===== src/logic/ram512k_bus_pkg.sv =====
//####################
// host bus cycle types for the 512K RAM card
// imported by the cycle FSM, the mapper and the top level
//####################

package ram512k_bus_pkg;

   // cycle states, one per kind of host bus cycle
   typedef enum logic [2:0]
   {
      st_idle     = 3'd0, // waiting for a new cycle
      st_io_wr    = 3'd1, // bank-select write seen, load pulse cycle
      st_mem_rd   = 3'd2, // memory read in progress
      st_mem_wr   = 3'd3, // memory write in progress
      st_wait_end = 3'd4  // io cycle running out, wait for iorq_b high
   } bus_state_t;

   // data byte of a bank-select write, 11 bbb sss
   typedef logic [7:0] sel_cmd_t;

   // field positions inside sel_cmd_t
   localparam int SEL_SCHEME_LSB = 0; // block-switching scheme
   localparam int SEL_BANK_LSB   = 3; // 64K bank number
   localparam int SEL_TAG_LSB    = 6; // two tag bits

   // both tag bits set marks a valid select
   localparam logic [1:0] SEL_TAG = 2'b11;

endpackage


===== src/logic/ram512k_map_pkg.sv =====
//####################
// RAM mapping types and the bank alias rule
// shared by the bank mapper and the checker model
//####################

package ram512k_map_pkg;

   typedef logic [2:0] bank_t;   // 64K bank number
   typedef logic [2:0] scheme_t; // block-switching scheme
   typedef logic [1:0] block_t;  // 16K block, same as host adr15:adr14
   typedef logic [4:0] ram_hi_t; // RAM high address, bank then block

   // only bank 2 is fitted of the pair, bank 3 lands on it
   localparam bank_t ALIAS_SRC = 3'd3;
   localparam bank_t ALIAS_DST = 3'd2;

   // blocks that the switching schemes treat specially
   localparam block_t BLK_TOP = 2'd3; // 0xc000-0xffff
   localparam block_t BLK_WIN = 2'd1; // 0x4000-0x7fff window

   // apply the alias rule to a selected bank
   function automatic bank_t alias_bank(input bank_t bank);
      bank_t result;
      if (bank == ALIAS_SRC)
      begin
         result = ALIAS_DST; // folded onto the fitted bank
      end
      else
      begin
         result = bank;
      end
      return result;
   endfunction

endpackage


===== src/logic/bus_cycle_fsm.sv =====
//####################
// classifies host bus cycles on the card clock
// gives the bank load pulse and the memory write level
//####################

module bus_cycle_fsm
   import ram512k_bus_pkg::*;
(
   input  logic     clk,
   input  logic     reset_b,
   input  logic     iorq_b,
   input  logic     mreq_b,
   input  logic     wr_b,
   input  logic     rd_b,
   input  logic     adr15,
   input  sel_cmd_t data,
   output logic     bank_load, // one clock pulse before the register load
   output logic     wr_cycle   // high for the whole memory write
);

   bus_state_t state_q;
   bus_state_t state_d;
   logic       sel_match; // io write that addresses the card

   // any port with adr15 low and both tag bits set
   assign sel_match = !iorq_b && !wr_b && !adr15 &&
                      (data[SEL_TAG_LSB +: 2] == SEL_TAG);

   always_comb
   begin
      state_d = state_q; // hold by default
      case (state_q)
         st_idle:
         begin
            if (sel_match)
            begin
               state_d = st_io_wr;
            end
            else if (!iorq_b)
            begin
               state_d = st_wait_end; // other io just passes
            end
            else if (!mreq_b && !wr_b)
            begin
               state_d = st_mem_wr;
            end
            else if (!mreq_b && !rd_b)
            begin
               state_d = st_mem_rd;
            end
         end
         st_io_wr:
         begin
            state_d = st_wait_end; // only one load per io cycle
         end
         st_mem_rd:
         begin
            if (mreq_b)
            begin
               state_d = st_idle;
            end
         end
         st_mem_wr:
         begin
            if (mreq_b)
            begin
               state_d = st_idle; // write level ends at this edge
            end
         end
         st_wait_end:
         begin
            if (iorq_b)
            begin
               state_d = st_idle;
            end
         end
         default:
         begin
            state_d = st_idle; // recover from an unused encoding
         end
      endcase
   end

   always_ff @(posedge clk)
   begin
      if (!reset_b)
      begin
         state_q <= st_idle;
      end
      else
      begin
         state_q <= state_d;
      end
   end

   // both outputs decode straight from the state register
   assign bank_load = (state_q == st_io_wr);
   assign wr_cycle  = (state_q == st_mem_wr);

   // one load per io cycle since iorq_b was high before the select was seen
   a_load_single : assert property (
      @(posedge clk) disable iff (!reset_b)
      bank_load |-> $past(iorq_b, 2)
   );

   // write level only while mreq_b stays low and never together with a load
   a_load_not_in_write : assert property (
      @(posedge clk) disable iff (!reset_b)
      wr_cycle |-> !$past(mreq_b) && !bank_load
   );

endmodule


===== src/logic/ram512k_top.sv =====
//####################
// top level of the 512K RAM expansion card logic
// set DEFAULT_BANK and WE_DELAY here, they go down to the blocks
//####################

module ram512k_top
   import ram512k_bus_pkg::*;
   import ram512k_map_pkg::*;
#(
   parameter bank_t DEFAULT_BANK = 3'd3, // bank for default accesses
   parameter int    WE_DELAY     = 2     // write strobe delay in clocks
)
(
   input  logic     clk,
   input  logic     reset_b,
   input  logic     adr15,
   input  logic     adr14,
   input  logic     iorq_b,
   input  logic     mreq_b,
   input  logic     wr_b,
   input  logic     rd_b,
   input  logic     ramrd_b,
   input  sel_cmd_t data,
   input  logic     mode464,
   output logic     ramdis,
   output logic     ramcs_b,
   output ram_hi_t  ramadrhi,
   output logic     ramoe_b,
   output logic     ramwe_b
);

   logic bank_load; // FSM to mapper
   logic wr_cycle;  // FSM to strobe timer

   bus_cycle_fsm i_bus_cycle_fsm (
      .clk       (clk),
      .reset_b   (reset_b),
      .iorq_b    (iorq_b),
      .mreq_b    (mreq_b),
      .wr_b      (wr_b),
      .rd_b      (rd_b),
      .adr15     (adr15),
      .data      (data),
      .bank_load (bank_load),
      .wr_cycle  (wr_cycle)
   );

   we_strobe_timer #(
      .WE_DELAY (WE_DELAY)
   ) i_we_strobe_timer (
      .clk      (clk),
      .reset_b  (reset_b),
      .wr_cycle (wr_cycle),
      .ramwe_b  (ramwe_b)
   );

   ram_bank_mapper #(
      .DEFAULT_BANK (DEFAULT_BANK)
   ) i_ram_bank_mapper (
      .clk       (clk),
      .reset_b   (reset_b),
      .bank_load (bank_load),
      .data      (data),
      .adr15     (adr15),
      .adr14     (adr14),
      .mreq_b    (mreq_b),
      .ramrd_b   (ramrd_b),
      .mode464   (mode464),
      .ramadrhi  (ramadrhi),
      .ramcs_b   (ramcs_b),
      .ramdis    (ramdis),
      .ramoe_b   (ramoe_b)
   );

endmodule


===== src/logic/ram_bank_mapper.sv =====
//####################
// bank-select register and block mapping for every memory access
// drives RAM high address, chip select, ramdis and output enable
//####################

module ram_bank_mapper
   import ram512k_bus_pkg::*;
   import ram512k_map_pkg::*;
#(
   parameter bank_t DEFAULT_BANK = 3'd3 // bank standing in for internal RAM
)
(
   input  logic     clk,
   input  logic     reset_b,
   input  logic     bank_load,
   input  sel_cmd_t data,
   input  logic     adr15,
   input  logic     adr14,
   input  logic     mreq_b,
   input  logic     ramrd_b,
   input  logic     mode464,
   output ram_hi_t  ramadrhi,
   output logic     ramcs_b,
   output logic     ramdis,
   output logic     ramoe_b
);

   bank_t   bank_q;   // selected 64K bank
   scheme_t scheme_q; // selected switching scheme
   bank_t   bank_al;  // bank after the alias rule
   block_t  blk;      // block addressed by the host
   ram_hi_t hi;
   logic    exp_sel;  // access goes to the expansion RAM

   // capture the select byte on the load pulse
   always_ff @(posedge clk)
   begin
      if (!reset_b)
      begin
         bank_q   <= '0;
         scheme_q <= '0;
      end
      else if (bank_load)
      begin
         bank_q   <= data[SEL_BANK_LSB +: $bits(bank_t)];
         scheme_q <= data[SEL_SCHEME_LSB +: $bits(scheme_t)];
      end
   end

   assign bank_al = alias_bank(bank_q);
   assign blk     = {adr15, adr14};

   always_comb
   begin
      hi      = {DEFAULT_BANK, blk}; // default bank, block as addressed
      exp_sel = mode464;             // default bank only used when enabled
      case (scheme_q)
         3'd0:
         begin
            hi      = {DEFAULT_BANK, blk}; // plain, nothing switched
            exp_sel = mode464;
         end
         3'd1:
         begin
            if (blk == BLK_TOP)
            begin
               hi      = {bank_al, BLK_TOP}; // top block swapped
               exp_sel = 1'b1;
            end
         end
         3'd2:
         begin
            hi      = {bank_al, blk}; // whole 64K replaced
            exp_sel = 1'b1;
         end
         3'd3:
         begin
            if (blk == BLK_TOP)
            begin
               hi      = {bank_al, BLK_TOP};
               exp_sel = 1'b1;
            end
            else if (blk != 2'd0)
            begin
               hi = {DEFAULT_BANK, BLK_TOP}; // blocks 1 and 2 fold onto block 3
            end
         end
         default:
         begin
            // schemes 4 to 7, any block of the bank through the 0x4000 window
            if (blk == BLK_WIN)
            begin
               hi      = {bank_al, scheme_q[1:0]};
               exp_sel = 1'b1;
            end
         end
      endcase
   end

   assign ramadrhi = hi;
   assign ramdis   = exp_sel;             // internal RAM off when expansion used
   assign ramcs_b  = !(exp_sel && !mreq_b); // chip only during memory cycles
   assign ramoe_b  = ramrd_b;             // host RAM read gives the output enable

endmodule


===== src/logic/we_strobe_timer.sv =====
//####################
// delays the RAM write enable into a memory write cycle
// WE_DELAY clocks after wr_cycle rises, released when it falls
//####################

module we_strobe_timer #(
   parameter int WE_DELAY = 2 // clocks to ramwe_b low, 1 to 7
)
(
   input  logic clk,
   input  logic reset_b,
   input  logic wr_cycle,
   output logic ramwe_b
);

   // count reaches this one edge before the strobe turns on
   localparam logic [2:0] WE_THRESH = 3'(WE_DELAY - 1);

   logic [2:0] count_q; // clocks spent inside the write cycle
   logic       we_on_q; // strobe armed

   always_ff @(posedge clk)
   begin
      if (!reset_b)
      begin
         count_q <= '0;
         we_on_q <= 1'b0;
      end
      else if (!wr_cycle)
      begin
         count_q <= '0; // ready for the next write
         we_on_q <= 1'b0;
      end
      else
      begin
         if (count_q != 3'd7)
         begin
            count_q <= count_q + 3'd1; // saturate, long cycles keep the strobe on
         end
         we_on_q <= (count_q >= WE_THRESH);
      end
   end

   // address and data have settled by the time the strobe is armed,
   // and the strobe lets go with the write level so it ends on the mreq_b edge
   assign ramwe_b = !(we_on_q && wr_cycle);

   // the strobe may only fall WE_DELAY clocks into a write cycle
   a_we_timing : assert property (
      @(posedge clk) disable iff (!reset_b)
      $fell(ramwe_b) |-> $past(wr_cycle, WE_DELAY) && !$past(wr_cycle, WE_DELAY + 1)
   );

endmodule


===== config.mk =====
export PLATFORM = sky130hd
export DESIGN_NAME = ram512k_top
export DESIGN_NICKNAME = d
export VERILOG_FILES = /design/src/logic/ram512k_bus_pkg.sv /design/src/logic/ram512k_map_pkg.sv /design/src/logic/bus_cycle_fsm.sv /design/src/logic/ram512k_top.sv /design/src/logic/ram_bank_mapper.sv /design/src/logic/we_strobe_timer.sv
export SDC_FILE = /design/constraint.sdc
export NUM_CORES = 1
export LEC_CHECK = 0
export BUFFER_PORTS_ARGS = -buffer_cell sky130_fd_sc_hd__buf_4
export CORE_MARGIN = 1.5
export CORE_UTILIZATION = 49
export DETAILED_ROUTE_END_ITERATION = 8
export GPL_ROUTABILITY_DRIVEN = 0
export PLACE_DENSITY = 0.81
export SETUP_SLACK_MARGIN = 0.1
export SLEW_MARGIN = 20
export SYNTH_ARGS = -nofsm -noshare
export SYNTH_HDL_FRONTEND = slang
export SYNTH_SLANG_ARGS = --single-unit
export TNS_END_PERCENT = 1

===== constraint.sdc =====
create_clock -name clk -period 3.7 [get_ports clk]
set_clock_uncertainty 0.1 [all_clocks]
set_input_delay 0.555 -clock clk [delete_from_list [all_inputs] [get_ports clk]]
set_output_delay 0.555 -clock clk [all_outputs]
set_load 0.02 [all_outputs]

# Yosys cells after proc, flatten, opt, wreduce, memory -nomap -nowiden
# Index checks and enable logic that the tools add are counted.
word_totals:
  register_bits: 13
  inputBits: 18
  out_inout_bits: 9
  wordCells: 59
op_classes:
  add_sub_neg: 1
  order_cmp: 1
  eq_ne: 15
  n_mux: 16
  n_reduce_logical: 21
ops:
  columns: ["operator", "n"]
  rows:
  - ["$mux W3", 7]
  - ["$pmux W5 S4", 1]
  - ["$eq A3 B2 Y1 const B", 5]
  - ["$mux W5", 3]
  - ["$pmux W3 S4", 1]
  - ["$logic_and A1 B1 Y1", 7]
  - ["$logic_not A1 Y1", 7]
  - ["$eq A3 B1 Y1 const B", 2]
  - ["$logic_not A3 Y1", 2]
  - ["$ne A5 B2 Y1 const B", 1]
  - ["$eq A2 B2 Y1 const B", 2]
  - ["$reduce_or A2 Y1", 2]
  - ["$add A3 B1 Y3 const B", 1]
  - ["$eq A3 B3 Y1 const B", 1]
  - ["$ge A3 B1 Y1 const B", 1]
  - ["$ne A3 B3 Y1 const B", 1]
  - ["$pmux W1 S3", 1]
  - ["$reduce_and A3 Y1", 1]
  - ["$eq A2 B1 Y1 const B", 1]
  - ["$mux W1", 2]
  - ["$mux W2", 1]
  - ["$ne A2 B1 Y1 const B", 1]
  - ["$ne A2 B2 Y1 const B", 1]
  - ["$reduce_and A2 Y1", 1]
  - ["$reduce_bool A2 Y1", 1]

# Logic depth before layout (Yosys ltp)
# Gate-level depths: netlist (run 1).
logic_depth:
  ltp_word: 7
  ltp_mapped: 5
  depth_no_buf: 5

# Hierarchy
# From an unflattened synthesis (run 1), not the netlist that was laid out.
unflattened:
  cells_unflattened: 75
  area_unflattened_um2: 695.7
by_module_without_submodules:
  columns: ["mod", "n_inst", "cells_per_inst", "area_each_um2", "seq_area_each_um2"]
  rows:
  - ["ram_bank_mapper", 1, 38, 341.6, 120.1]
  - ["we_strobe_timer", 1, 18, 178.9, 80.1]
  - ["bus_cycle_fsm", 1, 19, 175.2, 60.1]

# Least setup slack after synthesis (run 1)
# OpenSTA, ideal clock, no wires.
synth_timing:
  path_type: "input port to output port"
  start: "input adr15"
  end: "output ramcs_b"
  arrival_ns: 1.330
  required_ns: 3.045
  setup_slack_ns: 1.715
  path_stages: 2
  path_buffers: 0
  path_cell_list: "and3b_1 o31ai_1"
synth_via:
  elab_chain_cells: 5
  elab_cells_between_ends: 7
  cone_classes: "eq/ne: 2; mux: 3; reduce/logical: 2"
synth_lines:
  columns: ["element", "line_no", "text"]
  rows:
  - ["start: declaration", "ram512k_top.sv:16", "input logic adr15,"]
  - ["$eq A2 B1 Y1 / $eq A2 B2 Y1 (equally long branches)", "ram_bank_mapper.sv:91, ram_bank_mapper.sv:65, ram_bank_mapper.sv:78", null]
  - ["$mux W1, on equally long branches", "ram_bank_mapper.sv:91, ram_bank_mapper.sv:65, ram_bank_mapper.sv:78", null]
  - ["$pmux W1 S3 (*)", "ram_bank_mapper.sv:57", "case (scheme_q)"]
  - ["$logic_and A1 B1 Y1 (*)", "ram_bank_mapper.sv:102", "assign ramcs_b = !(exp_sel && !mreq_b);"]
  - ["$logic_not A1 Y1 (*)", "ram_bank_mapper.sv:102", null]
  - ["end: declaration", "ram512k_top.sv:26", "output logic ramcs_b,"]
# Every way passes the cells marked *; elsewhere a longest branch is shown, timed or not.

# Final worst setup path (run 1)
layout_timing:
  start: "register i_ram_bank_mapper.scheme_q[0]"
  end: "output ramadrhi[2]"
layout_via:
  elab_chain_cells: 2
  elab_cells_between_ends: 5
  cone_classes: "eq/ne: 3; mux: 1; reduce/logical: 1"
layout_lines:
  columns: ["element", "line_no", "text"]
  rows:
  - ["start: declaration", "ram_bank_mapper.sv:29", "scheme_t scheme_q;"]
  - ["start signal: assignment", "ram_bank_mapper.sv:46", "scheme_q <= data[SEL_SCHEME_LSB +: $bits(scheme_t)];"]
  - ["$eq A3 B2 Y1, or another cell as far along", "ram_bank_mapper.sv:57", null]
  - ["$pmux W5 S4 (*)", "ram_bank_mapper.sv:57", null]
  - ["end: declaration", "ram512k_top.sv:27", "output ram_hi_t ramadrhi,"]
# Marked as above.

==> metrics.md, run 1 <==
| Metric | Value |
|---|---|
| Ant. Diodes | `0` |
| Multi-input logic area | `between 300 and 400 um^2` |
| Final ANT Viol Nets | `0` |
| Core Area | `approximately 1300 um^2` |
| P per Cell Area | `roughly 310 nW/um^2` |
| Slew Viols, Final | `0` |
| Vias in the first global route | `570` |
| Via count | `just over 600` |
| Worst slack, placed | `1.641 ns` |
| Clk root buf | `clkbuf_4` |
| Syn_area_per_cell | `8.823 um^2` |
| Area contributors post-synth | `dfxtp_1 (38%), mux2i_1 (10%), ha_1 (5.5%)` |
| Area share of the largest cell type after synthesis | `0.3831` |
| P&R area growth vs syn | `29.83%` |
| CTS Buf Count | `3` |
| Clock slew at reported path FFs | `0.07 ns` |
| Layout Nets | `roughly 120` |
| Max Fclk | `~480 MHz` |
| Arr. time, crit path | `between 1 and 1.5 ns` |
| Buffers & Inverters on Critical Path | `1` |
| Max cap viols | `0` |
| Hold Vio Cnt, Final | `0` |
| Crit-path max FO | `6` |
| Peak supply drop | `between 0.0002 and 0.0003 V` |
| Number of I/O pins | `27` |
| TritonCTS clock tree | `built` |
| Die Y | `approximately 40 um` |
| # rows | `13` |
| Die area | `around 1600 um^2` |
| Synth area leader | `dfxtp_1` |
| Setup violators final | `0` |
| Power, Total | `about 0.27 mW` |
| Post-synth EDFFs | `0` |
| Clock latency on the worst-skew pair | `roughly 0.27 ns` |
| Setup_tns | `0 ns` |
| Register area | `approximately 260 um^2` |
| Fillers | `around 120` |
| Initial Util | `0.5221` |
| Worst Tran Pin Value | `0.6860 ns` |
| 1st-iter DRT viols | `10` |
| Share of layout cells above drive strength 1 | `0.2941` |
| Slowest cell on the critical path | `dfxtp_1` |
| Final period util | `0.5663` |
| Synthesized flop and latch total | `13` |
| Max-slew headroom | `0.5407` |
| Wire per inst | `around 13 um` |
| Slowest cell delay on critical path | `around 0.35 ns` |
| Async set-or-reset flop fraction in the synthesized netlist | `0` |
| H-Tree Depth | `1` |
| Initial antenna violation count | `0` |
| Congestion Overflow GR | `0` |
| Synthesized instance count | `77` |
| HP Class | `reg -> reg` |
| Post-synth top flop | `dfxtp_1` |
| Setup ws final | `1.605 ns` |
| All-Layer GR Usage | `0.2247` |
| Worst path cell trace | `nand2b_1 -> a21oi_1 -> o21ai_0 -> buf_4` |
| Syn_nets | `roughly 100` |
| Count leader, synth | `dfxtp_1` |
| Synth cell types | `29` |
| CP delay by family, top | `compound AO/OA/AOI/OAI gates` |
| Die X | `just over 40 um` |
| Final min period | `2.095 ns` |
| Post-synth top cells | `dfxtp_1 (13), mux2i_1 (7), nor2_1 (7)` |
| Final WL | `approximately 1500 um` |
| PortBufs | `24` |
| Sequential fraction of the synthesis area | `0.3831` |
| Startpoint types | `register` |
| Outcome | `complete, no violations` |
| Largest net degree at the start of global routing | `12` |
| Clk buf depth | `2` |
| Post-CTS setup buffers | `0` |
| Mapped Area | `679.4 um^2` |
| Drt first pass iters | `4` |
| # DRC | `0` |
| Reg2Reg Setup Slack | `between 2 and 2.5 ns` |
| Setup crit end kind | `output port` |
| First-pass GRT wire length | `~2300 um` |
| RSZ-0062 raised after global routing | `no` |
| Worst Path Required | `slightly above 3 ns` |
| Kind of critical path | `reg -> out` |
| Hold_buf cts | `0` |
| Resized Gates After CTS | `0` |
| Synth Warn # | `0` |
| Detailed-route vias per instance | `5.179` |
| Leak | `approximately 0.37 nW` |
| CTS sink count | `13` |
per-layer routing:
layer | up-vias | global-route usage | part of all wire
li1 | 317 | - | -
met1 | 269 | 0.2601 | 0.43
met2 | 15 | 0.3790 | 0.50
met3 | 5 | 0.05000 | 0.046
met4 | 0 | 0.1250 | 0.024
met5 | - | 0 | 0
layout by cell type (no fill, tap or decap), types with 2 or more instances in the layout:
master    instances
nand3_1           2
a21oi_1           3
nor3_1            2
nand2b_1          2
dfxtp_1          13
ha_1              3
nand2_1           5
nor2_1            7
a31oi_1           2
o21ai_0           5
inv_1             4
nor2b_1           6
buf_4            24
clkbuf_4          3
mux2i_1           7
flip-flops by register name, indices dropped and copies added (netlist names):
| signal | cells |
|---|---|
| i_ram_bank_mapper.bank_q | 3 |
| i_we_strobe_timer.we_on_q | 1 |
| i_ram_bank_mapper.scheme_q | 3 |
| i_we_strobe_timer.count_q | 3 |
| i_bus_cycle_fsm.state_q | 3 |
tightest hold or removal path, stage by stage (launching register included):
cell	delay, ns
dfxtp_1	0.33
mux2i_1	0.06
nor2b_1	0.10
path summary, 6_finish.rpt:
kind,start,endpoint,cells after the start
max,i_ram_bank_mapper.scheme_q[0]$_SDFFE_PN0N_,ramadrhi[2],4
min,i_ram_bank_mapper.bank_q[0]$_SDFFE_PN0N_,i_ram_bank_mapper.bank_q[0]$_SDFFE_PN0N_,2
max reg2reg,i_bus_cycle_fsm.state_q[0]$_SDFFE_PN0P_,i_ram_bank_mapper.scheme_q[1]$_SDFFE_PN0N_,3
min reg2reg,i_ram_bank_mapper.bank_q[0]$_SDFFE_PN0N_,i_ram_bank_mapper.bank_q[0]$_SDFFE_PN0N_,2
final cells by class:
| cell class | count | share of cell area |
|---|---|---|
| timing repair buffer | 24 | 0.2043 |
| tap | 15 | 0.02128 |
| sequential | 13 | 0.2950 |
| inverter | 4 | 0.01702 |
| clock buffer | 4 | 0.02979 |
| multi-input combinational | 57 | 0.4326 |
through the flow:
stage | hold slack, ns | std cells | utilization | area (um^2)
6_report | 0.4205 | 117 | 0.6779 | 882.1
3_5_place_dp | 0.4044 | 113 | 0.6577 | 855.8
5_1_grt | 0.4577 | 117 | 0.6779 | 882.1
2_1_floorplan | 0.3739 | 77 | - | 679.4
3_3_place_gp | 0.3962 | 113 | 0.6577 | 855.8
4_1_cts | 0.4286 | 117 | 0.6779 | 882.1
power breakdown:
part	internal [mW]	switching, mW	leakage (nW)
clock network	0.0418	0.0439	0.0150
logic	0.0237	0.0184	0.250
registers	0.143	0.00339	0.105
logic make-up after synthesis:
logic type	share of synthesized area
xor gates and xnor gates	0.01289
buffers and inverters	0.05524
and+or+nand+nor	0.2560
DFF	0.3831
AOI/OAI and AO/OA	0.1344
muxes	0.1031
adders and majority gates	0.05525
Note: power is estimated with default switching activity, not from simulation.
==> run 2: changes to the inputs <==
ABC_AREA = 1   (was default)
CORE_UTILIZATION = 47   (was 49)
PLACE_DENSITY = 0.77   (was 0.81)
clock period = 2.01 ns   (was 3.7 ns; I/O delays follow)
==> run 2 against run 1 <==
Net effect: clock-buffer cell count decreased by 1; worst hold slack got worse by 0.24 ns; cell area up 6.5%.
==> metrics.md, run 2 <==
| Metric | Value |
|---|---|
| CTS sink count | `13 (unchanged)` |
| Fillers | `148 (+22%)` |
| Final ANT Viol Nets | `0 (unchanged)` |
| Congestion Overflow GR | `0 (unchanged)` |
| WHS Path Cells | `3 (+1)` |
| Drt first pass iters | `4 (unchanged)` |
| Final WL | `1549 um (+4.9%)` |
| Reg2Reg Depth | `4 (+1)` |
| Post-CTS setup buffers | `0 (unchanged)` |
| Crit-path max FO | `4 (-2)` |
| Hold Vio Cnt, Final | `0 (unchanged)` |
| Core Area | `1489 um^2 (+14%)` |
| # rows | `14 (+1)` |
| Critical R2R Launch | `i_we_strobe_timer.count_q[0]$_SDFFE_PN0P_` |
| Max-slew headroom | `0.8032 (+0.2625)` |
| Synth area leader | `dfxtp_1` |
| Initial Util | `0.4958 (-0.02632)` |
| Power, Total | `0.7508 mW (+170%)` |
| Peak supply drop | `0.0004340 V (+67%)` |
| Area share of the largest cell type after synthesis | `0.3525 (-0.03051)` |
| Outcome | `complete, no violations` |
| Die area | `1817 um^2 (+12%)` |
| Reg2reg end | `i_we_strobe_timer.count_q[0]$_SDFFE_PN0P_` |
| Syn_nets | `131 (+34%)` |
| Clk root buf | `clkbuf_4` |
| Area contributors post-synth | `dfxtp_1 (35%), nand2_1 (12%), inv_1 (7.6%)` |
| Placed cell areas | `912.1 um^2 (+6.6%)` |
| Syn_area_per_cell | `6.711 um^2 (-24%)` |
| Placed wire-length estimate | `approximately 1300 um` |
| Initial antenna violation count | `0 (unchanged)` |
| Dpl cells | `147 (+30%)` |
| Detailed-route vias per instance | `5.053 (-2.4%)` |
| Synthesized instance count | `110 (+43%)` |
| P per Cell Area | `799.1 nW/um^2 (+160%)` |
| Resized Gates After CTS | `0 (unchanged)` |
| All-Layer GR Usage | `0.1885 (-0.03616)` |
| Final period util | `0.8898` |
| Post-synth top flop | `dfxtp_1` |
| Share of layout cells above drive strength 1 | `0.2741 (-0.02004)` |
| Setup violators final | `0 (unchanged)` |
| Setup_tns | `0 ns (unchanged)` |
| Startpoint types | `register` |
| Setup crit end kind | `output port` |
| Clk buf depth | `2 (unchanged)` |
| Leak | `0.4812 nW (+30%)` |
| Hold slack | `0.1803 ns (-0.2402 ns)` |
| Worst Tran Pin Value | `0.2945 ns (-0.3914 ns)` |
| Max Fclk | `around 560 MHz` |
| Final min period | `~1.8 ns` |
| Synth Warn # | `0 (unchanged)` |
| Die Y | `42.63 um (+6.0%)` |
| Most common cell after layout, fill and taps aside | `buf_4` |
| Reg2Reg Setup Slack | `0.62 ns (-1.52 ns)` |
| Worst Path Required | `1.61 ns (-1.43 ns)` |
| Clock slew at reported path FFs | `0.08 ns (about the same)` |
| Count leader, synth | `nand2_1` |
| Die X | `42.63 um (+6.0%)` |
| Kind of critical path | `reg -> out` |
| Hold path start | `data[5]` |
| Worst Hold End | `i_ram_bank_mapper.bank_q[2]$_SDFFE_PN0N_` |
| First-pass GRT wire length | `2656 um (+14%)` |
| Hold_buf cts | `0 (unchanged)` |
| TritonCTS clock tree | `built` |
| # DRC | `0 (unchanged)` |
| P&R area growth vs syn | `27.29%` |
| Ant. Diodes | `0 (unchanged)` |
| Clock latency on the worst-skew pair | `0.27 ns (about the same)` |
| Via count | `763 (+26%)` |
| RSZ-0062 raised after global routing | `no` |
| 1st-iter DRT viols | `18 (+8)` |
| CTS Buf Count | `3 (unchanged)` |
| H-Tree Depth | `1 (unchanged)` |
| Largest net degree at the start of global routing | `12 (unchanged)` |
| Vias in the first global route | `678 (+19%)` |
| Post-synth EDFFs | `0 (unchanged)` |
| Post-route cell area | `939.7 um^2 (+6.5%)` |
| Commonest cells after routing, fill and taps aside | `buf_4 (24), nand2_1 (23), inv_1 (15)` |
| Post-synth top cells | `nand2_1 (23), inv_1 (15), nor2_1 (14)` |
| Layout Nets | `157 (+27%)` |
| Final Instance Count excl. Fillers | `151 (+29%)` |
| Number of I/O pins | `27 (unchanged)` |
| Async set-or-reset flop fraction in the synthesized netlist | `0 (unchanged)` |
| HP Class | `in -> reg` |
| Synth cell types | `18 (-38%)` |
| Max cap viols | `0 (unchanged)` |
| Slew Viols, Final | `0 (unchanged)` |
| Sequential fraction of the synthesis area | `0.3525 (-0.03051)` |
| Arr. time, crit path | `1.39 ns (-0.05 ns)` |
| Synthesized flop and latch total | `13 (unchanged)` |
| Wire per inst | `10.26 um (-19%)` |
| Mapped Area | `738.2 um^2 (+8.7%)` |
| PortBufs | `24 (unchanged)` |
run 2: stage by stage:
step                        util  setup slack (ns)
final                     0.6311            0.2214
after global routing      0.6311            0.1288
after floorplan                -            0.5359
after detailed placement  0.6126            0.3981
after global placement    0.6126            0.4779
after CTS                 0.6311            0.2041
run 2: routing by layer:
layer / global-route usage / wire, um / vias up
met5: 0 / 0 / -
met4: 0.07500 / 11 / 0
met3: 0.02586 / 80 / 4
met2: 0.3212 / 746 / 24
met1: 0.2354 / 711 / 329
li1: - / - / 406
run 2: worst max path at each step:
stage	from	endpoint	slack, ns
floorplan	i_ram_bank_mapper.scheme_q[0]$_SDFFE_PN0N_	ramcs_b	0.54
global placement	adr14	ramcs_b	0.48
detailed placement	adr14	ramcs_b	0.40
CTS	i_ram_bank_mapper.scheme_q[2]$_SDFFE_PN0N_	ramcs_b	0.20
global route	i_ram_bank_mapper.scheme_q[0]$_SDFFE_PN0N_	ramcs_b	0.13
finish	i_ram_bank_mapper.scheme_q[0]$_SDFFE_PN0N_	ramcs_b	0.22
run 2: cells by family after synthesis:
| kind of cell | after synthesis | synth area share |
|---|---|---|
| flip-flops | 13 | 0.3525 |
| AO/OA/AOI/OAI | 17 | 0.1153 |
| adder cells (fa/ha/maj) | 3 | 0.05085 |
| buffers and inverters | 18 | 0.1119 |
| AND/OR/NAND/NOR | 59 | 0.3695 |
run 2: cell type report:
class                   instances  area (um^2)  area share
multi-input cells              79        395.4      0.4208
flip-flops and latches         13        260.3      0.2770
repair buffers                 24        180.2      0.1917
inverters                      15        56.30     0.05992
clock buffers                   3        22.52     0.02397
well taps                      16        20.02     0.02130
clock inverters                 1        5.005    0.005326
run 2: power by group:
| group | leakage, nW | switching, mW | internal, mW | total, mW |
|---|---|---|---|---|
| logic | 0.358 | 0.153 | 0.109 | 0.262 |
| registers | 0.106 | 0.0360 | 0.294 | 0.330 |
| clock network | 0.0177 | 0.0850 | 0.0737 | 0.159 |
run 2: worst max-delay path, cell delays in order, from the launching register on:
cell and delay, ns:
dfxtp_1 0.32, inv_1 0.09, nor2_1 0.06, nand3_1 0.06
nand3_1 0.12, or2_1 0.24, nand2_1 0.07, buf_4 0.14
